## src/logic/jtag_pkg.sv

```systemverilog
package jtag_pkg;

    localparam int INBOUND_DATA_WIDTH   = 8;
    localparam int UPSTREAM_BYPASS_BITS = 1;   // One device ahead of us in bypass
    localparam int RESULT_WIDTH         = 129;

    // One deserialized byte with its ready pulse
    typedef struct packed {
        logic                          strobe;
        logic [INBOUND_DATA_WIDTH-1:0] data;
    } inbound_t;

    // Found flag sits in the LSB so it leaves the shift register first
    typedef struct packed {
        logic [RESULT_WIDTH-2:0] digest;
        logic                    found;
    } result_t;

endpackage

```

## src/logic/md5_pkg.sv

```systemverilog
package md5_pkg;

    localparam int MD5_BLOCK_LENGTH = 64;   // Bytes
    localparam int MAX_KEY_CHARS    = 12;
    localparam int SUFFIX_DIGITS    = 7;
    localparam int MAX_MSG_LENGTH   = 55;   // Leaves room for 0x80 and the length

    // Built as bytes, consumed as little-endian words
    typedef union packed {
        logic [MD5_BLOCK_LENGTH-1:0][7:0] bytes;
        logic [15:0][31:0]                words;
    } md5_block_u;

    // Byte 0 in the top bits, so %h prints the usual hex string
    typedef logic [0:15][7:0] digest_t;

    typedef struct packed {
        logic                          valid;
        logic [3:0]                    chars;
        logic [MAX_KEY_CHARS-1:0][7:0] value;   // First char in byte 0
    } key_t;

    typedef struct packed {
        logic [2:0]                    digits;
        logic [SUFFIX_DIGITS-1:0][7:0] ascii;   // Most significant digit in byte 0
    } suffix_t;

    localparam logic [31:0] ROUND_K [64] = '{
        32'hd76aa478, 32'he8c7b756, 32'h242070db, 32'hc1bdceee,
        32'hf57c0faf, 32'h4787c62a, 32'ha8304613, 32'hfd469501,
        32'h698098d8, 32'h8b44f7af, 32'hffff5bb1, 32'h895cd7be,
        32'h6b901122, 32'hfd987193, 32'ha679438e, 32'h49b40821,
        32'hf61e2562, 32'hc040b340, 32'h265e5a51, 32'he9b6c7aa,
        32'hd62f105d, 32'h02441453, 32'hd8a1e681, 32'he7d3fbc8,
        32'h21e1cde6, 32'hc33707d6, 32'hf4d50d87, 32'h455a14ed,
        32'ha9e3e905, 32'hfcefa3f8, 32'h676f02d9, 32'h8d2a4c8a,
        32'hfffa3942, 32'h8771f681, 32'h6d9d6122, 32'hfde5380c,
        32'ha4beea44, 32'h4bdecfa9, 32'hf6bb4b60, 32'hbebfbc70,
        32'h289b7ec6, 32'heaa127fa, 32'hd4ef3085, 32'h04881d05,
        32'hd9d4d039, 32'he6db99e5, 32'h1fa27cf8, 32'hc4ac5665,
        32'hf4292244, 32'h432aff97, 32'hab9423a7, 32'hfc93a039,
        32'h655b59c3, 32'h8f0ccc92, 32'hffeff47d, 32'h85845dd1,
        32'h6fa87e4f, 32'hfe2ce6e0, 32'ha3014314, 32'h4e0811a1,
        32'hf7537e82, 32'hbd3af235, 32'h2ad7d2bb, 32'heb86d391
    };

    // Four shifts per group, indexed by {group, round mod 4}
    localparam logic [4:0] ROUND_S [16] = '{
        5'd7, 5'd12, 5'd17, 5'd22,
        5'd5, 5'd9,  5'd14, 5'd20,
        5'd4, 5'd11, 5'd16, 5'd23,
        5'd6, 5'd10, 5'd15, 5'd21
    };

    // A, B, C, D
    localparam logic [31:0] MD5_INIT [4] = '{
        32'h67452301, 32'hefcdab89, 32'h98badcfe, 32'h10325476
    };

endpackage

```

## src/logic/tap_decoder.sv

```systemverilog
`timescale 1ns/1ps

module tap_decoder
    import jtag_pkg::*;
(
    input  logic     tck,
    input  logic     reset,
    input  logic     tdi,
    input  logic     test_logic_reset,
    input  logic     ir_is_user,
    input  logic     shift_dr,
    input  logic     update_dr,
    output logic     session_reset,
    output inbound_t inbound
);

    logic [3:0]                            skip_count;
    logic [$clog2(INBOUND_DATA_WIDTH)-1:0] bit_count;
    logic [INBOUND_DATA_WIDTH-1:0]         shift_byte;

    // Any of these ends the current session
    always_ff @(posedge tck) begin
        session_reset <= reset || test_logic_reset || !ir_is_user;
    end

    always_ff @(posedge tck) begin
        if (session_reset) begin
            skip_count     <= '0;
            bit_count      <= '0;
            inbound.strobe <= 1'b0;
        end else begin
            inbound.strobe <= 1'b0;
            if (update_dr) begin
                // Leftover bits of a partial byte are lost here
                skip_count <= '0;
                bit_count  <= '0;
            end else if (shift_dr) begin
                if (skip_count < 4'(UPSTREAM_BYPASS_BITS)) begin
                    skip_count <= skip_count + 4'd1;   // Upstream bypass bit
                end else begin
                    bit_count  <= bit_count + 1'b1;
                    shift_byte <= {tdi, shift_byte[INBOUND_DATA_WIDTH-1:1]};   // LSB first
                    if (&bit_count) begin
                        inbound.strobe <= 1'b1;
                        inbound.data   <= {tdi, shift_byte[INBOUND_DATA_WIDTH-1:1]};
                    end
                end
            end
        end
    end

    // A byte takes eight shifts, so strobes can never touch
    assert property (@(posedge tck) disable iff (session_reset)
        inbound.strobe |=> !inbound.strobe);

endmodule

```

## src/logic/line_decoder.sv

```systemverilog
`timescale 1ns/1ps

module line_decoder
    import jtag_pkg::*;
    import md5_pkg::*;
(
    input  logic     tck,
    input  logic     session_reset,
    input  inbound_t inbound,
    output key_t     key
);

    logic is_newline;
    logic has_room;

    assign is_newline = (inbound.data == 8'h0a);
    assign has_room   = (key.chars < 4'(MAX_KEY_CHARS));

    always_ff @(posedge tck) begin
        if (session_reset) begin
            key.valid <= 1'b0;
            key.chars <= '0;
        end else if (inbound.strobe && !key.valid) begin
            if (is_newline) begin
                key.valid <= 1'b1;   // Key frozen from here on
            end else if (has_room) begin
                key.value[key.chars] <= inbound.data;
                key.chars            <= key.chars + 4'd1;
            end
            // Extra characters past the limit just fall away
        end
    end

endmodule

```

## src/logic/ascii_counter.sv

```systemverilog
`timescale 1ns/1ps

module ascii_counter
    import md5_pkg::*;
(
    input  logic    tck,
    input  logic    session_reset,
    input  logic    suffix_take,
    output suffix_t suffix
);

    logic                          carry;
    logic [SUFFIX_DIGITS-1:0][7:0] next_ascii;
    logic [2:0]                    next_digits;
    logic                          digits_ok;

    // Ripple from the least significant digit toward byte 0
    always_comb begin
        carry       = 1'b1;
        next_ascii  = suffix.ascii;
        next_digits = suffix.digits;
        for (int i = SUFFIX_DIGITS - 1; i >= 0; i--) begin
            if (i < suffix.digits && carry) begin
                if (suffix.ascii[i] == "9") begin
                    next_ascii[i] = "0";
                end else begin
                    next_ascii[i] = suffix.ascii[i] + 8'd1;
                    carry         = 1'b0;
                end
            end
        end
        // All nines: lead with a 1 and widen by one digit
        if (carry && suffix.digits < 3'(SUFFIX_DIGITS)) begin
            next_ascii[0]             = "1";
            next_ascii[suffix.digits] = "0";
            next_digits               = suffix.digits + 3'd1;
        end
    end

    always_ff @(posedge tck) begin
        if (session_reset) begin
            suffix.digits <= 3'd1;
            suffix.ascii  <= {{(SUFFIX_DIGITS - 1){8'h30}}, 8'h31};   // "1"
        end else if (suffix_take) begin
            suffix.digits <= next_digits;
            suffix.ascii  <= next_ascii;
        end
    end

    always_comb begin
        digits_ok = 1'b1;
        for (int i = 0; i < SUFFIX_DIGITS; i++) begin
            if (i < suffix.digits && (suffix.ascii[i] < "0" || suffix.ascii[i] > "9")) begin
                digits_ok = 1'b0;
            end
        end
    end

    assert property (@(posedge tck) disable iff (session_reset) digits_ok);

endmodule

```

## src/logic/block_builder.sv

```systemverilog
`timescale 1ns/1ps

module block_builder
    import md5_pkg::*;
(
    input  logic       tck,
    input  logic       session_reset,
    input  key_t       key,
    input  suffix_t    suffix,
    input  logic       block_ready,
    output logic       block_valid,
    output logic       suffix_take,
    output md5_block_u block
);

    logic [5:0] msg_length;   // Bytes
    md5_block_u next_block;

    assign msg_length  = 6'(key.chars) + 6'(suffix.digits);
    assign suffix_take = block_valid && block_ready;   // Counter steps on each transfer

    always_comb begin
        next_block = '0;
        for (int i = 0; i < MAX_KEY_CHARS; i++) begin
            if (i < key.chars) begin
                next_block.bytes[i] = key.value[i];
            end
        end
        // Suffix follows right after the last key char
        for (int j = 0; j < SUFFIX_DIGITS; j++) begin
            if (j < suffix.digits) begin
                next_block.bytes[6'(key.chars) + 6'(j)] = suffix.ascii[j];
            end
        end
        next_block.bytes[msg_length] = 8'h80;
        // Length in bits, little endian in the last eight bytes
        next_block.bytes[MD5_BLOCK_LENGTH-1 -: 8] = 64'({msg_length, 3'b000});
    end

    always_ff @(posedge tck) begin
        if (session_reset) begin
            block_valid <= 1'b0;
        end else if (block_valid) begin
            if (block_ready) begin
                block_valid <= 1'b0;   // Rebuild next cycle with the new suffix
            end
        end else if (key.valid) begin
            block       <= next_block;
            block_valid <= 1'b1;
        end
    end

    // Offered block must always fit a single MD5 block
    assert property (@(posedge tck) disable iff (session_reset)
        block_valid |-> msg_length <= 6'(MAX_MSG_LENGTH));

endmodule

```

## src/logic/md5_sequencer.sv

```systemverilog
`timescale 1ns/1ps

module md5_sequencer
    import md5_pkg::*;
(
    input  logic       tck,
    input  logic       session_reset,
    input  logic       block_valid,
    input  digest_t    digest,
    output logic       block_ready,
    output logic       load,
    output logic       round_en,
    output logic       finish,
    output logic       found,
    output logic [5:0] round
);

    typedef enum logic [2:0] {IDLE, LOAD, ROUNDS, FINISH, CHECK, DONE} state_t;

    state_t state;
    state_t next_state;
    logic   match;

    assign match    = (digest[0][7:4] == 4'h0);   // First hex char is '0'
    assign load     = (state == LOAD);
    assign round_en = (state == ROUNDS);
    assign finish   = (state == FINISH);

    always_comb begin
        next_state = state;
        case (state)
            IDLE:    if (block_valid && block_ready) next_state = LOAD;
            LOAD:    next_state = ROUNDS;
            ROUNDS:  if (&round) next_state = FINISH;
            FINISH:  next_state = CHECK;
            CHECK:   next_state = match ? DONE : IDLE;
            DONE:    next_state = DONE;   // Parked until session reset
            default: next_state = IDLE;
        endcase
    end

    always_ff @(posedge tck) begin
        if (session_reset) begin
            state       <= IDLE;
            round       <= '0;
            block_ready <= 1'b0;
            found       <= 1'b0;
        end else begin
            state       <= next_state;
            block_ready <= (next_state == IDLE);
            found       <= (state == CHECK) && match;
            round       <= (state == ROUNDS) ? round + 6'd1 : 6'd0;
        end
    end

    // Each load gives exactly 64 round cycles, then the final add
    assert property (@(posedge tck) disable iff (session_reset)
        load |=> round_en [*64] ##1 (finish && !round_en));

endmodule

```

## src/logic/md5_datapath.sv

```systemverilog
`timescale 1ns/1ps

module md5_datapath
    import md5_pkg::*;
(
    input  logic       tck,
    input  logic       session_reset,
    input  logic       load,
    input  logic       round_en,
    input  logic       finish,
    input  logic [5:0] round,
    input  md5_block_u block,
    output digest_t    digest
);

    logic [31:0] a, b, c, d;
    md5_block_u  block_q;
    logic [31:0] f;
    logic [3:0]  g;            // Message word index
    logic [31:0] sum;
    logic [63:0] rot_full;
    logic [31:0] rotated;

    function automatic logic [31:0] byte_swap(input logic [31:0] w);
        return {w[7:0], w[15:8], w[23:16], w[31:24]};
    endfunction

    always_comb begin
        case (round[5:4])
            2'd0: begin
                f = (b & c) | (~b & d);
                g = round[3:0];
            end
            2'd1: begin
                f = (d & b) | (~d & c);
                g = round[3:0] * 4'd5 + 4'd1;
            end
            2'd2: begin
                f = b ^ c ^ d;
                g = round[3:0] * 4'd3 + 4'd5;
            end
            default: begin
                f = c ^ (b | ~d);
                g = round[3:0] * 4'd7;
            end
        endcase
        sum      = a + f + ROUND_K[round] + block_q.words[g];
        rot_full = {sum, sum} << ROUND_S[{round[5:4], round[1:0]}];
        rotated  = rot_full[63:32];   // Left rotate
    end

    always_ff @(posedge tck) begin
        if (load) begin
            block_q <= block;
            a       <= MD5_INIT[0];
            b       <= MD5_INIT[1];
            c       <= MD5_INIT[2];
            d       <= MD5_INIT[3];
        end else if (round_en) begin
            a <= d;
            d <= c;
            c <= b;
            b <= b + rotated;
        end
    end

    // Single block, so the chaining values are the initial state
    // Words go out low byte first
    always_ff @(posedge tck) begin
        if (session_reset) begin
            digest <= '0;
        end else if (finish) begin
            digest <= {byte_swap(a + MD5_INIT[0]), byte_swap(b + MD5_INIT[1]),
                       byte_swap(c + MD5_INIT[2]), byte_swap(d + MD5_INIT[3])};
        end
    end

endmodule

```

## src/logic/tap_encoder.sv

```systemverilog
`timescale 1ns/1ps

module tap_encoder
    import jtag_pkg::*;
    import md5_pkg::*;
(
    input  logic    tck,
    input  logic    session_reset,
    input  logic    found,
    input  digest_t digest,
    input  logic    capture_dr,
    input  logic    shift_dr,
    output logic    tdo
);

    result_t                 held;
    logic [RESULT_WIDTH-1:0] shift_reg;

    always_ff @(posedge tck) begin
        if (session_reset) begin
            held <= '0;
        end else if (found && !held.found) begin
            held.digest <= digest;   // First match wins
            held.found  <= 1'b1;
        end
    end

    always_ff @(posedge tck) begin
        if (session_reset) begin
            shift_reg <= '0;
        end else if (capture_dr) begin
            shift_reg <= held;
        end else if (shift_dr) begin
            shift_reg <= {1'b0, shift_reg[RESULT_WIDTH-1:1]};
        end
    end

    assign tdo = shift_reg[0];

endmodule

```

## src/logic/user_logic.sv

```systemverilog
`timescale 1ns/1ps

module user_logic
    import jtag_pkg::*;
    import md5_pkg::*;
(
    input  logic tck,
    input  logic reset,
    input  logic tdi,
    input  logic test_logic_reset,
    input  logic ir_is_user,
    input  logic capture_dr,
    input  logic shift_dr,
    input  logic update_dr,
    output logic tdo
);

    logic       session_reset;
    inbound_t   inbound;
    key_t       key;
    suffix_t    suffix;
    logic       suffix_take;
    md5_block_u block;
    logic       block_valid;
    logic       block_ready;
    logic       load;
    logic       round_en;
    logic       finish;
    logic [5:0] round;
    digest_t    digest;
    logic       found;

    tap_decoder tap_decoder_i (
        .tck              (tck),
        .reset            (reset),
        .tdi              (tdi),
        .test_logic_reset (test_logic_reset),
        .ir_is_user       (ir_is_user),
        .shift_dr         (shift_dr),
        .update_dr        (update_dr),
        .session_reset    (session_reset),
        .inbound          (inbound)
    );

    line_decoder line_decoder_i (
        .tck           (tck),
        .session_reset (session_reset),
        .inbound       (inbound),
        .key           (key)
    );

    ascii_counter ascii_counter_i (
        .tck           (tck),
        .session_reset (session_reset),
        .suffix_take   (suffix_take),
        .suffix        (suffix)
    );

    block_builder block_builder_i (
        .tck           (tck),
        .session_reset (session_reset),
        .key           (key),
        .suffix        (suffix),
        .block_ready   (block_ready),
        .block_valid   (block_valid),
        .suffix_take   (suffix_take),
        .block         (block)
    );

    md5_sequencer md5_sequencer_i (
        .tck           (tck),
        .session_reset (session_reset),
        .block_valid   (block_valid),
        .digest        (digest),
        .block_ready   (block_ready),
        .load          (load),
        .round_en      (round_en),
        .finish        (finish),
        .found         (found),
        .round         (round)
    );

    md5_datapath md5_datapath_i (
        .tck           (tck),
        .session_reset (session_reset),
        .load          (load),
        .round_en      (round_en),
        .finish        (finish),
        .round         (round),
        .block         (block),
        .digest        (digest)
    );

    tap_encoder tap_encoder_i (
        .tck           (tck),
        .session_reset (session_reset),
        .found         (found),
        .digest        (digest),
        .capture_dr    (capture_dr),
        .shift_dr      (shift_dr),
        .tdo           (tdo)
    );

endmodule

```

## config.mk

```make
export PLATFORM = sky130hd
export DESIGN_NAME = user_logic
export DESIGN_NICKNAME = d
export VERILOG_FILES = /design/src/logic/jtag_pkg.sv /design/src/logic/md5_pkg.sv /design/src/logic/tap_decoder.sv /design/src/logic/line_decoder.sv /design/src/logic/ascii_counter.sv /design/src/logic/block_builder.sv /design/src/logic/md5_sequencer.sv /design/src/logic/md5_datapath.sv /design/src/logic/tap_encoder.sv /design/src/logic/user_logic.sv
export SDC_FILE = /design/constraint.sdc
export NUM_CORES = 2
export LEC_CHECK = 0
export ABC_AREA = 0
export BUFFER_PORTS_ARGS = -buffer_cell sky130_fd_sc_hd__buf_2
export CAP_MARGIN = 15
export CORE_AREA = 2 2 380 420
export CTS_CLUSTER_SIZE = 10
export DETAILED_ROUTE_END_ITERATION = 8
export DIE_AREA = 0 0 382 422
export MAX_ROUTING_LAYER = met4
export PLACE_DENSITY_LB_ADDON = 0.2
export SLEW_MARGIN = 20
export SYNTH_ARGS = -nofsm -noshare
export SYNTH_HDL_FRONTEND = slang
export SYNTH_SLANG_ARGS = --single-unit
```

## constraint.sdc

```tcl
create_clock -name tck -period 23.6 [get_ports tck]
set_clock_uncertainty 0.15 [all_clocks]
set_input_delay 3.54 -clock tck [delete_from_list [all_inputs] [get_ports tck]]
set_output_delay 3.54 -clock tck [all_outputs]
set_load 0.005 [all_outputs]
```

==> results.ini <==
[outcome]
status = finished clean

[global_route]
grt_pass1_wl_um = 427000
grt_usage_pct = 36.6
grt_max_degree = 133
met1_usage_pct = 44.5
use_met3_pct = 5.23
grt_use_met2_pct = 57.6
grt_pass1_vias = 61700
grt-busiest-layer = met2
antenna_found_initial = 5
overflow = 0

[detailed_routing]
vias = 66700
drt-initial-drc-count = 7410
avgViaCountPerCell = 6.24
drt-pass1-iter-count = 6
drc = 0
routed_wl_um = 294000
routedWlPerCell_um = 27.5
ant_nets = 0

[synthesis]
synth_seq_area_share_pct = 41.3
synth.distinct_cells = 89
syn_area_um2 = 75000
yosys_warnings = 0
synthTopCellsByArea = edfxtp_1, dfxtp_1, a21oi_1
synth_top_area_share_pct = 25.3
synthCells = 9018
synthesis.nets = 9227
ys.flop_type = edfxtp_1
synth.largest_area_cell = edfxtp_1
synth_edf_count = 633
ys_ff_latch = 1232
syn_area_per_cell_um2 = 8.32
async_reset_ff_share_pct = 0

[critical_path]
slowest_delay_ns = 0.94
path_class = flop to flop
cp-start-kind = flop
r2r_slack_ns = 10.85
worst-path-max-fanout = 51
critical_path.endpoint_type = flop
critical_path_arrival_ns = 13.31
cpMaxStageDelayCell = ha_1
cp_common_cell = mux2i_1
critical_path_required_ns = 24.16

[floorplan]
fp.dieArea_um2 = 161000
rows = 153
dieHeight_um = 422
die_w_um = 382
initial_core_util_pct = 47.7
core_um2 = 157000
ios = 9

[sta]
final-setup-viol-count = 0
worst_pin_slew_ns = 1.32
slew_viol_final = 0
period_share_pct = 54.0
finalHoldViolCount = 0
min_period_ns = 12.75
fin_ws_ns = 10.85
timing.fmax_ghz = 0.0785
tns_ns = 0
relSlewSlack_pct = 11.8
rsz0062_at_grt = no

[cts]
h-tree-depth = 4
cts_hold_buf = 0
cts_tree = done
cts-resized-gates = 0
cts_buffer_depth = 3
clock_latency_ns = 0.84
cts.sinks = 1232
post_cts_buffers = 0
path_clk_slew_ns = 0.06
numCtsBuffers = 145
cts-root-buf = clkbuf_16

[power_and_ir_drop]
p_leak_nw = 29.3
ir_worst_vdd_mv = 0.0721
power.density_nw_per_um2 = 68.0

[cells_and_area]
nFillCells = 14900
nets = 8719
reg_top3 = block_builder_i.block: 261 flops, md5_datapath_i.block_q: 261 flops
drive_gt1_share_pct = 5.97
area.growth.synth_to_final_pct = 7.00

[placed_design]
place_hpwl_um = 215000
port_buffers = 8
place_congestion = 1.03
post-place-ws_ns = 11.06

[min_path]
worst_hold_path_type = flop to flop

[run]
maxCapViolations = 0

-- cell usage in the layout, fill, tap and decap left out, types with 149 or more instances in the layout --
master	synthesis	routed
a211oi_1	551	551
o21ai_0	435	434
inv_1	224	223
edfxtp_1	633	633
nand2_1	1079	1077
mux2i_1	251	250
dfxtp_1	599	582
nor2_1	1492	1486
nand3_1	149	149
a21oi_1	1152	1151
-- kinds of logic after synthesis --
kind of cell,share of synthesized area (%)
xor gates and xnor gates,2.78
adders and majority gates,4.01
AOI/OAI and AO/OA,23.7
DFF,41.3
and+or+nand+nor,16.9
muxes,6.00
buffers and inverters,5.28
-- layout make-up --
type,count,area [um2],area share [%]
tap,2092,2620,3.26
clock buffer,198,3900,4.86
clock inverter,20,410,0.511
sequential,1232,31000,38.6
multi-input combinational,6743,40200,50.1
timing repair buffer,158,1210,1.51
antenna,16,40.0,0.0499
inverter,230,871,1.08
-- worst paths after layout --
path                                             start                                    end  cells past startpoint
setup / recovery   md5_sequencer_i.round[1]$_SDFF_PP0_      md5_datapath_i.b[31]$_SDFFE_PP1N_                     40
hold / removal    block_builder_i.block[178]$_DFFE_PP_  md5_datapath_i.block_q[178]$_DFFE_PP_                      0
setup reg to reg   md5_sequencer_i.round[1]$_SDFF_PP0_      md5_datapath_i.b[31]$_SDFFE_PP1N_                     40
hold reg to reg   block_builder_i.block[178]$_DFFE_PP_  md5_datapath_i.block_q[178]$_DFFE_PP_                      0
-- power breakdown --
part	leakage (nW)	total [mW]	internal [mW]	switching [mW]
Sequential	11.2	2.30	2.25	0.0496
Clock	2.06	2.07	1.18	0.895
Combinational	16.1	1.09	0.426	0.659
-- routing by layer --
metal  up-vias  part of all wire (%)
li1      31400                     -
met1     31500                    40
met2      3005                    46
met3       858                   6.4
met4         0                   7.5
met5         -                     0
-- worst max-delay path: cells and delay by family (launching register included) --
family | cells | cell delay, ns
mux | 8 | 1.90
simple gates | 5 | 1.13
buf+inv | 6 | 1.83
fa+ha+maj | 6 | 2.81
compound gates | 15 | 4.51
flops | 1 | 0.31
-- Yosys cell counts, types with 95 or more instances --
library cell  instances
mux2i_1             251
nor2_1             1492
edfxtp_1            633
a22oi_1             130
dfxtp_1             599
a21oi_1            1152
nand2_1            1079
ha_1                135
inv_1               224
xnor2_1             148
a211oi_1            551
buf_1                95
clkbuf_1            693
nand3_1             149
o21ai_0             435
-- per-stage QoR --
step	instance area [um2]	hold slack, ns	power [mW]	utilization, %	cells
after floorplan	75000	0.250	3.13	-	9018
after global placement	75900	0.251	3.40	48.3	10500
after detailed placement	75900	0.255	3.41	48.3	10500
after CTS	80200	0.254	5.48	51.1	10700
after global routing	80300	0.258	5.70	51.1	10700
final	80300	0.256	5.46	51.1	10700
(Power assumes the default switching activity.)
